==> src/source/hazardPkg.sv <==
package hazardPkg;

    // shift-add iterations per multiply
    localparam int MulCycles = 32;

    typedef logic [4:0]  regAddrT;
    typedef logic [31:0] wordT;
    typedef logic [5:0]  countT;

    // register 0 is hardwired, never a forwarding source
    localparam regAddrT ZeroReg = 5'd0;

    typedef enum logic [1:0] {
        fwdNone = 2'b00, // register file value
        fwdMem  = 2'b01, // memory-stage result
        fwdWb   = 2'b10  // writeback result
    } fwdSelT;

    typedef enum logic [1:0] {
        mulNone     = 2'b00,
        mulSigned   = 2'b01,
        mulUnsigned = 2'b10
    } mulOpT;

    // shared by move-to and move-from
    typedef enum logic [1:0] {
        moveNone = 2'b00,
        moveHi   = 2'b01,
        moveLo   = 2'b10
    } hiLoMoveT;

    typedef enum logic [1:0] {
        mulIdle  = 2'b00,
        mulRun   = 2'b01,
        mulWrite = 2'b10
    } mulStateT;

endpackage
==> src/source/pipeControlTop.sv <==
`timescale 1ns/1ps

module pipeControlTop import hazardPkg::*; (
    input  logic     clk,
    input  logic     reset,
    input  regAddrT  rsD,
    input  regAddrT  rtD,
    input  regAddrT  regAddrD,
    input  logic     regWriteD,
    input  logic     memToRegD,
    input  logic     branchTakenD,
    input  logic     likelyD,
    input  mulOpT    mulOpD,
    input  hiLoMoveT moveToD,
    input  hiLoMoveT moveFromD,
    input  wordT     rsValueD,
    input  wordT     rtValueD,
    output fwdSelT   forwardAD,
    output fwdSelT   forwardBD,
    output fwdSelT   forwardAE,
    output fwdSelT   forwardBE,
    output logic     stallPc,
    output logic     stallIfId,
    output logic     flushIfId,
    output logic     flushIdEx,
    output logic     mulBusy,
    output wordT     hiLoValue
);

    regAddrT  rsE;
    regAddrT  rtE;
    regAddrT  regAddrE;
    regAddrT  regAddrM;
    regAddrT  regAddrW;
    logic     memToRegE;
    logic     regWriteM;
    logic     regWriteW;
    logic     mulStart;
    logic     mulSignedD;
    hiLoMoveT moveToIssued;
    logic     timerLoad;
    logic     timerDone;
    logic     stepEnable;
    logic     hiLoWrite;

    // only issued ops reach the multiplier
    assign mulStart     = (mulOpD != mulNone) && !stallIfId;
    assign mulSignedD   = (mulOpD == mulSigned);
    assign moveToIssued = stallIfId ? moveNone : moveToD;

    hazardControl i_hazardControl (
        .rsD, .rtD, .rsE, .rtE, .regAddrE, .regAddrM, .regAddrW,
        .regWriteM, .regWriteW, .memToRegE, .branchTakenD, .likelyD, .mulBusy,
        .mulOpD, .moveToD, .moveFromD,
        .forwardAD, .forwardBD, .forwardAE, .forwardBE,
        .stallPc, .stallIfId, .flushIfId, .flushIdEx
    );

    stageTracker i_stageTracker (
        .clk, .reset, .flushIdEx, .rsD, .rtD, .regAddrD, .regWriteD, .memToRegD,
        .rsE, .rtE, .regAddrE, .regAddrM, .regAddrW, .memToRegE, .regWriteM, .regWriteW
    );

    mulDivSequencer i_mulDivSequencer (
        .clk, .reset, .mulStart, .timerDone,
        .timerLoad, .stepEnable, .hiLoWrite, .mulBusy
    );

    mulCycleTimer i_mulCycleTimer (
        .clk, .reset, .timerLoad, .stepEnable, .timerDone
    );

    hiLoUnit i_hiLoUnit (
        .clk, .reset, .mulStart, .mulSignedD, .rsValueD, .rtValueD, .stepEnable, .hiLoWrite,
        .moveToD(moveToIssued), .moveFromD, .hiLoValue
    );

endmodule

==> src/source/hiLoUnit.sv <==
`timescale 1ns/1ps

module hiLoUnit import hazardPkg::*; (
    input  logic     clk,
    input  logic     reset,
    input  logic     mulStart,
    input  logic     mulSignedD,
    input  wordT     rsValueD,
    input  wordT     rtValueD,
    input  logic     stepEnable,
    input  logic     hiLoWrite,
    input  hiLoMoveT moveToD,
    input  hiLoMoveT moveFromD,
    output wordT     hiLoValue
);

    logic [63:0] acc; // partial product over multiplier bits
    logic [63:0] product;
    logic [32:0] upperSum;
    wordT        mcand;
    wordT        rsMag;
    wordT        rtMag;
    logic        negate;
    wordT        hi;
    wordT        lo;

    always_comb begin
        rsMag    = (mulSignedD && rsValueD[31]) ? -rsValueD : rsValueD;
        rtMag    = (mulSignedD && rtValueD[31]) ? -rtValueD : rtValueD;
        upperSum = {1'b0, acc[63:32]} + (acc[0] ? {1'b0, mcand} : 33'd0);
        product  = negate ? -acc : acc;
    end

    always_ff @(posedge clk) begin
        if (mulStart) begin
            acc    <= {32'd0, rtMag};
            mcand  <= rsMag;
            negate <= mulSignedD && (rsValueD[31] ^ rtValueD[31]);
        end else if (stepEnable) begin
            acc <= {upperSum, acc[31:1]}; // add then shift right
        end
    end

    always_ff @(posedge clk) begin
        if (reset) begin
            hi <= '0;
            lo <= '0;
        end else if (hiLoWrite) begin
            hi <= product[63:32];
            lo <= product[31:0];
        end else begin
            case (moveToD)
                moveHi:  hi <= rsValueD;
                moveLo:  lo <= rsValueD;
                default: ;
            endcase
        end
    end

    always_comb begin
        case (moveFromD)
            moveHi:  hiLoValue = hi;
            moveLo:  hiLoValue = lo;
            default: hiLoValue = '0;
        endcase
    end

endmodule

==> src/source/mulCycleTimer.sv <==
`timescale 1ns/1ps

module mulCycleTimer import hazardPkg::*; (
    input  logic clk,
    input  logic reset,
    input  logic timerLoad,
    input  logic stepEnable,
    output logic timerDone
);

    countT count;

    always_ff @(posedge clk) begin
        if (reset) begin
            count <= '0;
        end else if (timerLoad) begin
            count <= countT'(MulCycles - 1);
        end else if (stepEnable && count != '0) begin
            count <= count - countT'(1); // holds at zero
        end
    end

    assign timerDone = (count == '0);

endmodule

==> src/source/mulDivSequencer.sv <==
`timescale 1ns/1ps

module mulDivSequencer import hazardPkg::*; (
    input  logic clk,
    input  logic reset,
    input  logic mulStart,
    input  logic timerDone,
    output logic timerLoad,
    output logic stepEnable,
    output logic hiLoWrite,
    output logic mulBusy
);

    mulStateT state;
    mulStateT stateNext;

    always_ff @(posedge clk) begin
        if (reset) begin
            state <= mulIdle;
        end else begin
            state <= stateNext;
        end
    end

    always_comb begin
        stateNext = state;
        case (state)
            mulIdle: begin
                if (mulStart) begin
                    stateNext = mulRun;
                end
            end
            mulRun: begin
                if (timerDone) begin // last step this cycle
                    stateNext = mulWrite;
                end
            end
            mulWrite: begin
                stateNext = mulIdle;
            end
            default: begin
                stateNext = mulIdle;
            end
        endcase
    end

    assign timerLoad  = (state == mulIdle) && mulStart;
    assign stepEnable = (state == mulRun);
    assign hiLoWrite  = (state == mulWrite);
    assign mulBusy    = (state != mulIdle); // run plus write phase

endmodule

==> src/source/stageTracker.sv <==
`timescale 1ns/1ps

module stageTracker import hazardPkg::*; (
    input  logic    clk,
    input  logic    reset,
    input  logic    flushIdEx,
    input  regAddrT rsD,
    input  regAddrT rtD,
    input  regAddrT regAddrD,
    input  logic    regWriteD,
    input  logic    memToRegD,
    output regAddrT rsE,
    output regAddrT rtE,
    output regAddrT regAddrE,
    output regAddrT regAddrM,
    output regAddrT regAddrW,
    output logic    memToRegE,
    output logic    regWriteM,
    output logic    regWriteW
);

    logic regWriteE;

    // ID/EX, a flush loads an empty slot
    always_ff @(posedge clk) begin
        if (reset || flushIdEx) begin
            rsE       <= '0;
            rtE       <= '0;
            regAddrE  <= '0;
            regWriteE <= 1'b0;
            memToRegE <= 1'b0;
        end else begin
            rsE       <= rsD;
            rtE       <= rtD;
            regAddrE  <= regAddrD;
            regWriteE <= regWriteD;
            memToRegE <= memToRegD;
        end
    end

    // EX/MEM
    always_ff @(posedge clk) begin
        if (reset) begin
            regAddrM  <= '0;
            regWriteM <= 1'b0;
        end else begin
            regAddrM  <= regAddrE;
            regWriteM <= regWriteE;
        end
    end

    // MEM/WB
    always_ff @(posedge clk) begin
        if (reset) begin
            regAddrW  <= '0;
            regWriteW <= 1'b0;
        end else begin
            regAddrW  <= regAddrM;
            regWriteW <= regWriteM;
        end
    end

endmodule

==> src/source/hazardControl.sv <==
`timescale 1ns/1ps

module hazardControl import hazardPkg::*; (
    input  regAddrT  rsD,
    input  regAddrT  rtD,
    input  regAddrT  rsE,
    input  regAddrT  rtE,
    input  regAddrT  regAddrE,
    input  regAddrT  regAddrM,
    input  regAddrT  regAddrW,
    input  logic     regWriteM,
    input  logic     regWriteW,
    input  logic     memToRegE,
    input  logic     branchTakenD,
    input  logic     likelyD,
    input  logic     mulBusy,
    input  mulOpT    mulOpD,
    input  hiLoMoveT moveToD,
    input  hiLoMoveT moveFromD,
    output fwdSelT   forwardAD,
    output fwdSelT   forwardBD,
    output fwdSelT   forwardAE,
    output fwdSelT   forwardBE,
    output logic     stallPc,
    output logic     stallIfId,
    output logic     flushIfId,
    output logic     flushIdEx
);

    logic loadStall;
    logic mulStall;
    logic hiLoOpD;
    logic anyStall;

    // memory stage wins over writeback, r0 never forwarded
    function automatic fwdSelT selectForward(
        input regAddrT src,
        input regAddrT addrM,
        input logic    writeM,
        input regAddrT addrW,
        input logic    writeW
    );
        fwdSelT sel;
        if (src == ZeroReg) begin
            sel = fwdNone;
        end else if (writeM && src == addrM) begin
            sel = fwdMem;
        end else if (writeW && src == addrW) begin
            sel = fwdWb;
        end else begin
            sel = fwdNone;
        end
        return sel;
    endfunction

    assign forwardAD = selectForward(rsD, regAddrM, regWriteM, regAddrW, regWriteW);
    assign forwardBD = selectForward(rtD, regAddrM, regWriteM, regAddrW, regWriteW);
    assign forwardAE = selectForward(rsE, regAddrM, regWriteM, regAddrW, regWriteW);
    assign forwardBE = selectForward(rtE, regAddrM, regWriteM, regAddrW, regWriteW);

    // load in execute feeding decode, no r0 exemption
    assign loadStall = memToRegE && (rsD == regAddrE || rtD == regAddrE);

    assign hiLoOpD  = (mulOpD != mulNone) || (moveToD != moveNone) || (moveFromD != moveNone);
    assign mulStall = mulBusy && hiLoOpD;
    assign anyStall = loadStall || mulStall;

    assign stallPc   = anyStall;
    assign stallIfId = anyStall;
    assign flushIdEx = anyStall; // bubble into execute
    assign flushIfId = likelyD && !branchTakenD; // squash delay slot

endmodule

==> config.mk <==
export PLATFORM = sky130hd
export DESIGN_NAME = pipeControlTop
export DESIGN_NICKNAME = d
export VERILOG_FILES = /design/src/source/hazardPkg.sv /design/src/source/pipeControlTop.sv /design/src/source/hiLoUnit.sv /design/src/source/mulCycleTimer.sv /design/src/source/mulDivSequencer.sv /design/src/source/stageTracker.sv /design/src/source/hazardControl.sv
export SDC_FILE = /design/constraint.sdc
export NUM_CORES = 1
export LEC_CHECK = 0
export ABC_AREA = 1
export ABC_CLOCK_PERIOD_IN_PS = 5600
export BUFFER_PORTS_ARGS = -buffer_cell sky130_fd_sc_hd__buf_4
export CORE_ASPECT_RATIO = 1.2
export CORE_MARGIN = 2
export CORE_UTILIZATION = 45
export DETAILED_ROUTE_END_ITERATION = 8
export GPL_ROUTABILITY_DRIVEN = 0
export SYNTH_ARGS = -nofsm -noshare
export SYNTH_HDL_FRONTEND = slang
export SYNTH_SLANG_ARGS = --single-unit
==> constraint.sdc <==
create_clock -name clk -period 5.6 [get_ports clk]
set_input_delay 1.12 -clock clk [delete_from_list [all_inputs] [get_ports clk]]
set_output_delay 1.12 -clock clk [all_outputs]
set_load 0.05 [all_outputs]
==> flow_metrics.py <==
metrics = {
    "timing": {
        "period_needed_ps": 3837,
        "max_slew.worst_pin.slew_ps": 1009,
        "drv_slew": 0,
        "period_share": 0.6851,
        "setup-tns-final_ps": 0,
        "setup_violations": 0,
        "max_freq_mhz": 260.6,
        "finalHoldViolCount": 0,
        "rsz0062_at_grt": "no",
        "skew_ps": 13.38,
        "max_slew_margin": 0.3275,
    },
    "clock_network": {
        "numCtsBuffers": 17,
        "cts_buffer_depth": 2,
        "h-tree-depth": 4,
        "cts_sinks": 198,
        "cts_root_buf": "clkbuf_16",
        "cts_setup_buffers": 0,
        "insertion_delay_ps": 470,
        "ctsResizeCount": 0,
        "holdBufCountCts": 0,
        "clkTransAtPathRegs_ps": 70,
        "cts_tree": "done",
    },
    "layout": {
        "syn_to_final_growth_pct": 12.53,
        "drive_above_1_share": 0.08392,
        "n_fill_cell": 3519,
        "final_common_cell": "nand2_1",
        "antenna_cells": 0,
        "final_cell_mix": "697 x nand2_1, 367 x nor2_1, 320 x inv_1",
        "instances_no_fill": 3012,
        "finalNetCount": 2681,
    },
    "synthesis": {
        "synth_warnings": 0,
        "synth_area_um2": 15120,
        "yosys_register_bits": 198,
        "postSynthCellCount": 2470,
        "synth-edff-count": 65,
        "ys_types": 52,
        "synth_ff_type": "dfxtp_1",
        "async_flop_share": 0,
        "syn-num-nets": 2601,
        "postSynthAreaPerCell_um2": 6.123,
        "ys_seq_area_frac": 0.3051,
    },
    "global_routing": {
        "track_usage": 0.3091,
        "met1_usage": 0.3550,
        "overflow": 0,
        "grt_pass1_vias": 15170,
        "grt_max_degree": 65,
        "antenna_found_initial": 0,
        "grt_pass1_wl_mm": 82.81,
        "grt_busiest_layer": "met2",
        "met3_usage": 0.03168,
        "grtUsageMet2": 0.5442,
    },
    "die": {
        "die_w_um": 171.4,
        "coreArea_um2": 33160,
        "dieArea_um2": 35100,
        "num_io_pins": 136,
        "die_y_um": 204.8,
        "num_rows": 73,
        "start_util": 0.4561,
    },
    "job": {
        "drv_cap": 0,
    },
    "routing": {
        "drc_errors": 0,
        "ant_nets": 0,
        "routed_wl_mm": 53.60,
        "vias": 16200,
        "drtIter0Drc": 1451,
        "avgViaCountPerCell": 5.377,
        "routedWlPerCell_um": 17.80,
        "drtPass1Iterations": 8,
    },
    "worst_setup_path": {
        "cp_slowest_cell": "ha_1",
        "cp_common_cell": "buf_4",
        "crit_path_end_kind": "output port",
        "path_class": "in2out",
        "start_kind": "input pin",
        "required_ps": 4480,
        "crit_chain": "buf_4 -> inv_1 -> ha_1 -> nand2_1 -> a21oi_1 -> buf_4",
        "arrival_ps": 2720,
        "worst_path_largest_cell_delay_ps": 820,
        "path_max_fanout": 32,
    },
    "outcome": {
        "outcome": "complete, no violations",
    },
    "power": {
        "cellLeakagePower_nw": 8.078,
        "peakVddDrop_mv": 0.2359,
        "p_per_area_nw_per_um2": 289.2,
    },
    "placement": {
        "port_buffers": 135,
        "placed_cells": 2981,
        "dp_hpwl_mm": 43.15,
    },
    "worst_hold_path": {
        "hold_class": "reg2reg",
    },
}
synthesized netlist by cell type, types with 10 or more instances:
library cell	count	area share
a21oi_1	143	0.047
ha_1	39	0.032
o21ai_0	129	0.043
xor2_1	69	0.040
xnor2_1	16	0.0093
nor3_1	33	0.011
nand2_1	697	0.17
buf_2	17	0.0056
nand3_1	234	0.077
clkbuf_1	54	0.013
nor2_1	369	0.092
inv_1	320	0.079
o211ai_1	10	0.0050
edfxtp_1	65	0.13
dfxtp_1	133	0.18
nand4_1	20	0.0083
state kept, by name, indices dropped and copies added, names as in the netlist, 2 cells and up:
name and flops:
i_stageTracker.regAddrM 5, i_hiLoUnit.acc 64, i_stageTracker.rtE 5, i_hiLoUnit.mcand 32, i_stageTracker.regAddrW 5, i_mulDivSequencer.state 2, i_stageTracker.rsE 5, i_stageTracker.regAddrE 5
i_mulCycleTimer.count 6, i_hiLoUnit.lo 32, i_hiLoUnit.hi 32
critical path, delay by kind of cell:
family | cells | cell delay (ps)
adders and majority gates | 1 | 820
and+or+nand+nor | 1 | 170
AOI/OAI and AO/OA | 1 | 200
buffers and inverters | 3 | 400
routing by layer:
layer,vias up,part of all wire
met5,-,0
met4,0,0.069
met3,111,0.049
met2,555,0.49
met1,7464,0.39
li1,8066,-
cell type report:
class / count / area (um2) / share of cell area
Multi-Input combinational cell: 1854 / 8876 / 0.5216
Sequential cell: 198 / 4614 / 0.2712
Inverter: 329 / 1236 / 0.07264
Timing Repair Buffer: 150 / 1139 / 0.06691
Tap cell: 450 / 563.0 / 0.03309
Clock buffer: 21 / 491.7 / 0.02889
Clock inverter: 10 / 97.59 / 0.005735
stage by stage:
| stage | hold slack [ps] | worst slack, ps | area (um2) | total power, mW | util |
|---|---|---|---|---|---|
| detailed placement | 405.0 | 1775 | 16430 | 3.644 | 0.4955 |
| finish | 410.3 | 1763 | 17020 | 4.921 | 0.5133 |
| floorplan | 388.3 | 1955 | 15120 | 3.094 | - |
| global route | 457.4 | 1586 | 17020 | 5.214 | 0.5133 |
| global placement | 393.2 | 1900 | 16430 | 3.631 | 0.4955 |
| CTS | 415.6 | 1771 | 17020 | 4.912 | 0.5133 |
logic make-up (layout without fill, tap and decap cells):
| logic type | Yosys count | after routing | synth area share |
|---|---|---|---|
| AO/OA/AOI/OAI | 339 | 339 | 0.1226 |
| XOR/XNOR | 85 | 85 | 0.04923 |
| adder cells (fa/ha/maj) | 40 | 40 | 0.03359 |
| buffers and inverters | 418 | 510 | 0.1090 |
| flip-flops | 198 | 198 | 0.3051 |
| AND/OR/NAND/NOR | 1390 | 1390 | 0.3805 |
report_power, final:
part | total (mW) | internal [mW] | switching, mW | leakage [nW]
logic | 1.70 | 0.550 | 1.15 | 6.04
clock network | 1.28 | 0.649 | 0.626 | 0.294
registers | 1.95 | 1.70 | 0.246 | 1.74
worst paths after layout:
| kind | from | end | slack, ps | cells after the start |
|---|---|---|---|---|
| max | moveFromD[1] | hiLoValue[29] | 1760 | 6 |
| min | i_stageTracker.regWriteE | i_stageTracker.regWriteM | 410 | 2 |
| min reg2reg | i_stageTracker.regWriteE | i_stageTracker.regWriteM | 410 | 2 |
| max reg2reg | i_hiLoUnit.acc[0] | i_hiLoUnit.hi[2] | 2820 | 13 |
Power figures use the tool's default switching activity.
